File: src/sprite_defs.svh
// Object count, sprite geometry, scan timing and register address map
`ifndef SPRITE_DEFS_SVH
`define SPRITE_DEFS_SVH

// Object table and sprite patterns
`define MAX_OBJECTS    8
`define SPRITE_SIZE    16
`define SPRITE_COUNT   4

// Horizontal timing in double-rate counts
`define HTOTAL         1600
`define HACTIVE        1280
`define HSYNC_START    1312
`define HSYNC_LEN      192

// Vertical timing in lines
`define VTOTAL         525
`define VACTIVE        480
`define VSYNC_START    490
`define VSYNC_LEN      2

// Register map, word addresses
`define ADDR_W         9
`define ADDR_BG        0
`define ADDR_OBJ_BASE  1
`define ADDR_PAT_BASE  256

// Dark green
`define BG_RESET       24'h008000

`endif
File: src/vga_ifs.sv
// Interfaces scan_if and sprite_bus_if with their modports
`timescale 1ns/1ps

interface scan_if;

    logic [10:0] hcount;
    logic [9:0]  vcount;
    logic        hsync;
    logic        vsync;
    logic        blank_n;
    logic        pix_clk;

    modport source (
        output hcount, vcount, hsync, vsync, blank_n, pix_clk
    );

    modport sink (
        input hcount, vcount, hsync, vsync, blank_n, pix_clk
    );

endinterface


File: src/vga_timing.sv
// Module vga_timing, double-rate scan counters with sync, blank and pixel clock
`timescale 1ns/1ps
`include "sprite_defs.svh"

module vga_timing (
    input  logic   clk,
    input  logic   reset,
    scan_if.source scan
);

    logic [10:0] hcount;
    logic [9:0]  vcount;
    logic        end_of_line;
    logic        end_of_frame;
    logic        in_hsync;
    logic        in_vsync;

    assign end_of_line  = hcount == 11'(`HTOTAL - 1);
    assign end_of_frame = vcount == 10'(`VTOTAL - 1);

    always_ff @(posedge clk or posedge reset) begin
        if (reset) begin
            hcount <= '0;
        end else if (end_of_line) begin
            hcount <= '0;
        end else begin
            hcount <= hcount + 11'd1;
        end
    end

    // Lines advance at the end of each line
    always_ff @(posedge clk or posedge reset) begin
        if (reset) begin
            vcount <= '0;
        end else if (end_of_line) begin
            if (end_of_frame) begin
                vcount <= '0;
            end else begin
                vcount <= vcount + 10'd1;
            end
        end
    end

    assign in_hsync = (hcount >= 11'(`HSYNC_START)) &&
                      (hcount < 11'(`HSYNC_START + `HSYNC_LEN));
    assign in_vsync = (vcount >= 10'(`VSYNC_START)) &&
                      (vcount < 10'(`VSYNC_START + `VSYNC_LEN));

    assign scan.hcount  = hcount;
    assign scan.vcount  = vcount;
    assign scan.hsync   = !in_hsync;
    assign scan.vsync   = !in_vsync;
    assign scan.blank_n = (hcount < 11'(`HACTIVE)) && (vcount < 10'(`VACTIVE));
    // Half-rate pixel clock
    assign scan.pix_clk = hcount[0];

endmodule

File: src/flat_wrapper.sv
// flat-port wrapper written by rule: the top's interface ports become plain ports
module vga_timing_flat 
  (clk, reset, scan_hcount, scan_vcount, scan_hsync, scan_vsync, scan_blank_n, scan_pix_clk);
  scan_if scan_i ();
  input  logic clk;
  input  logic reset;
  output wire logic [$bits(scan_i.hcount)-1:0] scan_hcount;
  output wire logic [$bits(scan_i.vcount)-1:0] scan_vcount;
  output wire logic [$bits(scan_i.hsync)-1:0] scan_hsync;
  output wire logic [$bits(scan_i.vsync)-1:0] scan_vsync;
  output wire logic [$bits(scan_i.blank_n)-1:0] scan_blank_n;
  output wire logic [$bits(scan_i.pix_clk)-1:0] scan_pix_clk;
  assign scan_hcount = scan_i.hcount;
  assign scan_vcount = scan_i.vcount;
  assign scan_hsync = scan_i.hsync;
  assign scan_vsync = scan_i.vsync;
  assign scan_blank_n = scan_i.blank_n;
  assign scan_pix_clk = scan_i.pix_clk;
  vga_timing u_core (.clk(clk), .reset(reset), .scan(scan_i));
endmodule
File: config.mk
export PLATFORM = sky130hd
export DESIGN_NAME = vga_timing_flat
export DESIGN_NICKNAME = d
export VERILOG_FILES = /design/src/vga_ifs.sv /design/src/vga_timing.sv /design/src/flat_wrapper.sv
export VERILOG_INCLUDE_DIRS = /design/src
export SDC_FILE = /design/constraint.sdc
export NUM_CORES = 1
export LEC_CHECK = 0
export BUFFER_PORTS_ARGS = -buffer_cell sky130_fd_sc_hd__buf_4
export CAP_MARGIN = 10
export CORE_MARGIN = 5
export CORE_UTILIZATION = 55
export CTS_BUF_LIST = sky130_fd_sc_hd__clkbuf_4 sky130_fd_sc_hd__clkbuf_8
export DETAILED_ROUTE_END_ITERATION = 7
export PLACE_DENSITY = 0.85
export SYNTH_ARGS = -nofsm -noshare
export SYNTH_HDL_FRONTEND = slang
export SYNTH_SLANG_ARGS = --single-unit
File: constraint.sdc
create_clock -name clk -period 2.9 [get_ports clk]
set_input_delay 0.58 -clock clk [delete_from_list [all_inputs] [get_ports clk]]
set_output_delay 0.58 -clock clk [all_outputs]
set_load 0.02 [all_outputs]
==> reports/results.tsv, run 1 <==
stage	metric	value	unit
critical_path	CP max stage delay	650	ps
placement	DP Worst Slack	670	ps
route	initial drt markers	23	
critical_path	Critical Path RT	3130	ps
logic_synthesis	yosys warns	0	
final_layout	most frequent cells in the layout	buf_4, dfrtp_1, nor2_1	
placement	Port Buf Inserts	26	
critical_path	crit start category	register	
clock_tree	Post-CTS Resized	0	
sta	# setup viols final	0	
clock_tree	H-tree depth	1	
route	post-route ant nets	0	
final_layout	share of cells above drive strength 1	0.275	
logic_synthesis	Yosys reg bits	21	
status	status	finished clean	
critical_path	crit path buf inv count	0	
clock_tree	deepest clock path buffer count	2	
clock_tree	CTS tree	built	
final_layout	FF/Latch Area	526	µm²
critical_path	Worst Path Max Fanout	9	
grt	initial antenna violation count	0	
power_and_ir_drop	LEAKAGE	0.000667	µW
route	DRC	0	
final_layout	final std cells w/o fill	169	
critical_path	worst-path cell chain	ha_1 > nand2_1 > or4_1 > or4_1 > nand3_1	
clock_tree	Root Buffer	clkbuf_4	
placement	dpl hpwl	1780	µm
logic_synthesis	Compound-Gate Fraction of Synth Area	0.0811	
critical_path	Max stage delay cell, worst path	or4_1	
critical_path	CP top delay family	simple AND/OR/NAND/NOR gates	
grt	first-pass GRT wire length	4130	µm
worst_hold_path	type of the worst min-delay path	in -> async	
sta	min Tclk post-route	2250	ps
route	first-pass iteration count of the detailed router	4	
grt	vias in the first global route	924	
route	via/cell ratio	5.66	
die	cell row count	16	
die	Die Y-Extent	55.6	µm
final_layout	FILL cells	168	
power_and_ir_drop	Pwr Total	441	µW
clock_tree	cts hold-fix bufs	0	
logic_synthesis	Syn Inst Count	115	
clock_tree	CTS clk-pin slew, worst paths	110	ps
grt	total track usage	0.161	
die	core area	0.00196	mm²
flow_run	count of max-cap constraint violations	0	
sta	Final Skew	4.56	ps
placement	routability cong.	0.827	
critical_path	worst r2r src	u_core.scan.hcount[0]$_DFF_PP0_	
logic_synthesis	Post-Syn Nets	121	
die	die area	0.00309	mm²
final_layout	Multi-input gate area	567	µm²
critical_path	WS Path Type	reg -> reg	
sta	RSZ-0062 raised after global routing	no	
route	via count	957	
clock_tree	number of CTS-inserted buffers	3	
route	WL final	2330	µm
sta	Fmax	0.444	GHz
sta	Final Cycle Share	0.777	
logic_synthesis	mapped cell area	0.00114	mm²
logic_synthesis	largest family of logic cells by synthesized area	simple AND/OR/NAND/NOR gates	
power_and_ir_drop	Power Density	319	mW/mm²
route	per-cell routed wire length	13.8	µm
logic_synthesis	post-synthesis mux area share	0.00986	
sta	Rel. slew slack	0.481	
logic_synthesis	average size of a mapped cell	9.93	µm²
logic_synthesis	Unique masters post-synth	32	
critical_path	CP most frequent cell	or4_1	
clock_tree	clk_lat worst skew	290	ps
logic_synthesis	sequential-to-total area share from yosys stat	0.460	
clock_tree	Sink Count	21	
die	Initial Util	0.582	
sta	setup TNS	0	ps
placement	DP Cell Count	165	
power_and_ir_drop	peak supply drop	0.228	mV
sta	fin worst setup slack	648	ps
grt	Congestion Overflow GR	0	
die	DIE WIDTH	55.6	µm
grt	largest net degree at the start of global routing	22	
final_layout	area grow syn2layout	20.9	%
logic_synthesis	post-synthesis adder-cell area fraction	0.0438	
logic_synthesis	post-synthesis xor/xnor area fraction	0.0767	
clock_tree	post-CTS setup repair buffer count	0	
critical_path	CP Launch Point	u_core.scan.hcount[0]$_DFF_PP0_	
final_layout	final core occ	0.704	
final_layout	most common cell after layout, fill and taps aside	buf_4	
sta	fin. max-slew vios	0	
critical_path	Critical Path AT	2480	ps
final_layout	antenna cells	0	
logic_synthesis	Simple-Gate Fraction of Synth Area	0.285	
sta	final hold viol count	0	
sta	Worst-Margin Slew	777	ps
final_layout	fin nets	149	
critical_path	crit end category	register	
die	I/O pin count	27	
[cell usage after synthesis]
cell | number | area, µm²
dfrtp_1 | 21 | 526
nand4bb_2 | 1 | 16.3
nor4_1 | 2 | 12.5
and2_2 | 1 | 7.51
buf_2 | 1 | 5.00
ha_1 | 4 | 50.1
mux2_2 | 1 | 11.3
nor3_1 | 5 | 25.0
o32ai_1 | 1 | 8.76
a221o_2 | 1 | 11.3
o211ai_1 | 1 | 7.51
nand2_1 | 8 | 30.0
nand4_1 | 5 | 31.3
a41oi_1 | 1 | 8.76
buf_4 | 3 | 22.5
o21ai_0 | 4 | 20.0
o41ai_1 | 1 | 8.76
or4_1 | 4 | 30.0
inv_1 | 6 | 22.5
nand3_1 | 10 | 50.1
and3_1 | 5 | 31.3
xnor2_1 | 3 | 26.3
a22o_1 | 1 | 8.76
nor2b_1 | 1 | 6.26
or3_1 | 1 | 6.26
o311ai_0 | 1 | 8.76
xor2_1 | 7 | 61.3
nor2_1 | 11 | 41.3
nand3_4 | 1 | 17.5
nor4_2 | 1 | 12.5
and3_2 | 1 | 7.51
a22o_2 | 1 | 10.0
[metrics by stage]
stage	hold WS [ps]	instance area, µm²
finish	426	1380
global route	487	1380
CTS	444	1380
detailed placement	519	1350
global placement	508	1350
floorplan	557	1140
[final timing paths]
kind,endpoint,slack [ps],cells past startpoint
worst max-delay path,u_core.scan.vcount[9]$_DFFE_PP0N_,650,5
worst min-delay path,u_core.scan.hcount[6]$_DFF_PP0_,430,2
worst max register to register,u_core.scan.vcount[9]$_DFFE_PP0N_,650,5
worst min register to register,u_core.scan.vcount[8]$_DFFE_PP0N_,540,1
max in group asynchronous,u_core.scan.hcount[1]$_DFF_PP0_,1990,2
min in group clk,u_core.scan.vcount[8]$_DFFE_PP0N_,540,1
[power breakdown]
group,total (µW),switching (µW),internal [µW]
Combinational,6.41,5.50,0.913
Sequential,293,0,293
Clock,142,79.3,62.7
[logic make-up (layout without fill, tap and decap cells)]
family,after synthesis,count (layout)
compound gates,12,12
xor+xnor,10,10
fa+ha+maj,4,4
buf+inv,10,37
flops,21,21
mux,1,1
simple gates,57,57
[final cells by class]
class | instances | share of cell area
Clock buffer | 4 | 0.0217
Inverter | 6 | 0.0163
Multi-Input combinational cell | 84 | 0.410
Sequential cell | 21 | 0.380
Tap cell | 27 | 0.0245
Timing Repair Buffer | 27 | 0.147
[per-layer routing]
metal	track usage	routed length [µm]	vias to the layer above
met4	0.0521	10	0
met1	0.204	1030	458
met3	0.0302	115	2
met2	0.277	1170	26
li1	-	-	471
met5	0	0	-
[state kept, by name, indices dropped and copies added, names as in the netlist]
name,count
u_core.scan.vcount,10
u_core.scan.hcount,11
No activity file was read; power rests on OpenSTA's default activity.
==> inputs of run 2 (changes only) <==
==> constraint.sdc (replaced) <==
create_clock -name clk -period 2.1 [get_ports clk]
set_input_delay 0.42 -clock clk [delete_from_list [all_inputs] [get_ports clk]]
set_output_delay 0.42 -clock clk [all_outputs]
set_load 0.02 [all_outputs]
==> run 2 against run 1 <==
Net effect: setup slack worse by 630 ps; clock-buffer cell count unchanged; power increased by 41%; worst hold slack got worse by 290 ps; highest routed layer unchanged; critical endpoint is now scan_hsync.
==> reports/results.tsv, run 2 (synthesis gave the netlist of run 1 again) <==
stage	metric	value	unit	change
die	Die Y-Extent	55.6	µm	unchanged
final_layout	area grow syn2layout	26.7	%	
power_and_ir_drop	Net Sw Power	129	µW	+52%
clock_tree	CTS clk-pin slew, worst paths	120	ps	about the same
sta	Worst-Margin Slew	545	ps	-232 ps
critical_path	Critical Path RT	1680	ps	-1450 ps
die	cell row count	16		unchanged
die	I/O pin count	27		unchanged
sta	min Tclk post-route	2080	ps	
clock_tree	Post-CTS Resized	2		+2
critical_path	cell count of the worst reg-to-reg path	5		unchanged
worst_hold_path	type of the worst min-delay path	in -> async		
sta	Final Cycle Share	0.990		
power_and_ir_drop	clock power share	0.333		+0.011
clock_tree	Sink Count	21		unchanged
die	Initial Util	0.582		unchanged
clock_tree	Root Buffer	clkbuf_4		
grt	total track usage	0.171		+0.00983
power_and_ir_drop	Power Density	430	mW/mm²	+35%
clock_tree	number of CTS-inserted buffers	3		unchanged
clock_tree	CTS tree	built		
critical_path	flop2flop setup slack	90	ps	-560 ps
clock_tree	H-tree depth	1		unchanged
critical_path	crit start category	register		
critical_path	Crit Reg-Reg Endpoint	u_core.scan.vcount[9]$_DFFE_PP0N_		
die	DIE WIDTH	55.6	µm	unchanged
critical_path	Critical Path AT	1660	ps	-820 ps
clock_tree	deepest clock path buffer count	2		unchanged
sta	# setup viols final	0		unchanged
placement	cell area after placement	0.00141	mm²	+4.1%
critical_path	worst r2r src	u_core.scan.hcount[1]$_DFF_PP0_		
critical_path	CP Launch Point	u_core.scan.hcount[7]$_DFF_PP0_		
final_layout	final std cells w/o fill	176		+4.1%
status	status	finished clean		
power_and_ir_drop	switch share	0.207		+0.0145
grt	initial antenna violation count	0		unchanged
placement	dpl hpwl	1890	µm	+6.3%
route	post-route ant nets	0		unchanged
final_layout	fin nets	156		+4.7%
power_and_ir_drop	Pwr Total	622	µW	+41%
placement	DP Cell Count	172		+4.2%
die	die area	0.00309	mm²	unchanged
final_layout	antenna cells	0		unchanged
placement	Port Buf Inserts	26		unchanged
sta	RSZ-0062 raised after global routing	yes		
placement	routability cong.	0.828		about the same
route	via/cell ratio	5.80		+2.4%
power_and_ir_drop	peak supply drop	0.264	mV	+16%
final_layout	design area	0.00145	mm²	+4.8%
final_layout	most common cell after layout, fill and taps aside	buf_4		
route	WL final	2640	µm	+13%
sta	Hold Slack	132	ps	-294 ps
die	core area	0.00196	mm²	unchanged
route	via count	1021		+6.7%
critical_path	Worst Path Max Fanout	8		-1
grt	first-pass GRT wire length	4310	µm	+4.3%
critical_path	Max stage delay cell, worst path	or4_4		
grt	Congestion Overflow GR	0		unchanged
final_layout	number of flip-flops in the largest register	11		unchanged
sta	fin. max-slew vios	0		unchanged
critical_path	WS Path Type	reg -> out		
route	first-pass iteration count of the detailed router	4		unchanged
power_and_ir_drop	LEAKAGE	0.000705	µW	+5.8%
final_layout	share of cells above drive strength 1	0.329		+0.0542
critical_path	crit end category	output pin		
final_layout	Top reg by flops	u_core.scan.hcount		
clock_tree	post-CTS setup repair buffer count	0		unchanged
final_layout	most frequent cells in the layout	buf_4, dfrtp_1, nor2_1		
sta	Rel. slew slack	0.633		+0.152
grt	largest net degree at the start of global routing	22		unchanged
power_and_ir_drop	sequential share of power	0.650		-0.013
clock_tree	cts hold-fix bufs	0		unchanged
final_layout	top flop regs	u_core.scan.hcount (11), u_core.scan.vcount (10)		
route	initial drt markers	27		+17%
route	per-cell routed wire length	15.0	µm	+8.9%
power_and_ir_drop	combinational power share	0.017		+0.002
route	DRC	0		unchanged
critical_path	worst-path cell chain	buf_6 > and3_1 > or4_4 > buf_6		
sta	Fmax	0.481	GHz	
critical_path	CP most frequent cell	buf_6		
sta	final hold viol count	0		unchanged
grt	vias in the first global route	941		+1.8%
power_and_ir_drop	Pint	494	µW	+39%
sta	Final Skew	8.54	ps	+3.98 ps
flow_run	count of max-cap constraint violations	0		unchanged
clock_tree	clk_lat worst skew	300	ps	about the same
critical_path	CP max stage delay	500	ps	-150 ps
run 2: area by class of cell:
cell class                      instances  area (µm²)
Multi-Input combinational cell         84         571
Inverter                                6        22.5
Tap cell                               27        33.8
Timing Repair Buffer                   34         263
Fill cell                             149         514
Clock buffer                            4        30.0
Sequential cell                        21         528
run 2: through the flow:
stage	TNS (ps)	worst slack, ps	utilization
after floorplan	0	35.8	-
after global placement	0	211	0.717
after detailed placement	0	160	0.717
after CTS	0	0.682	0.736
after global routing	-99.9	-40.7	0.738
final	0	20.1	0.738
run 2: power groups by stage:
stage	combinational [µW]	sequential (µW)	clock [µW]
final	10.6	404	207
after global routing	12.6	404	228
after CTS	11.2	404	214
after detailed placement	11.4	412	0
after global placement	11.0	412	0
after floorplan	6.04	412	0
run 2: layer usage:
metal  part of all wire  GRT usage  up-vias
met2               0.48      0.277       40
met1               0.43      0.219      487
met3              0.066     0.0302       10
met5                  0          0        -
met4              0.024     0.0833        0
li1                   -          -      484
run 2: worst max-delay path by stage:
stage	endpoint	slack, ps
4_1_cts	scan_hsync	0.7
6_report	scan_hsync	20
3_5_place_dp	u_core.scan.vcount[9]$_DFFE_PP0N_	160
5_1_grt	scan_hsync	-40
3_3_place_gp	u_core.scan.vcount[9]$_DFFE_PP0N_	210
2_1_floorplan	u_core.scan.vcount[9]$_DFFE_PP0N_	40
run 2: worst max-delay path: cells and delay by family (launching register included):
kind                   cells  cell delay, ps
buffers and inverters      2             280
and+or+nand+nor            2             670
DFF                        1             410
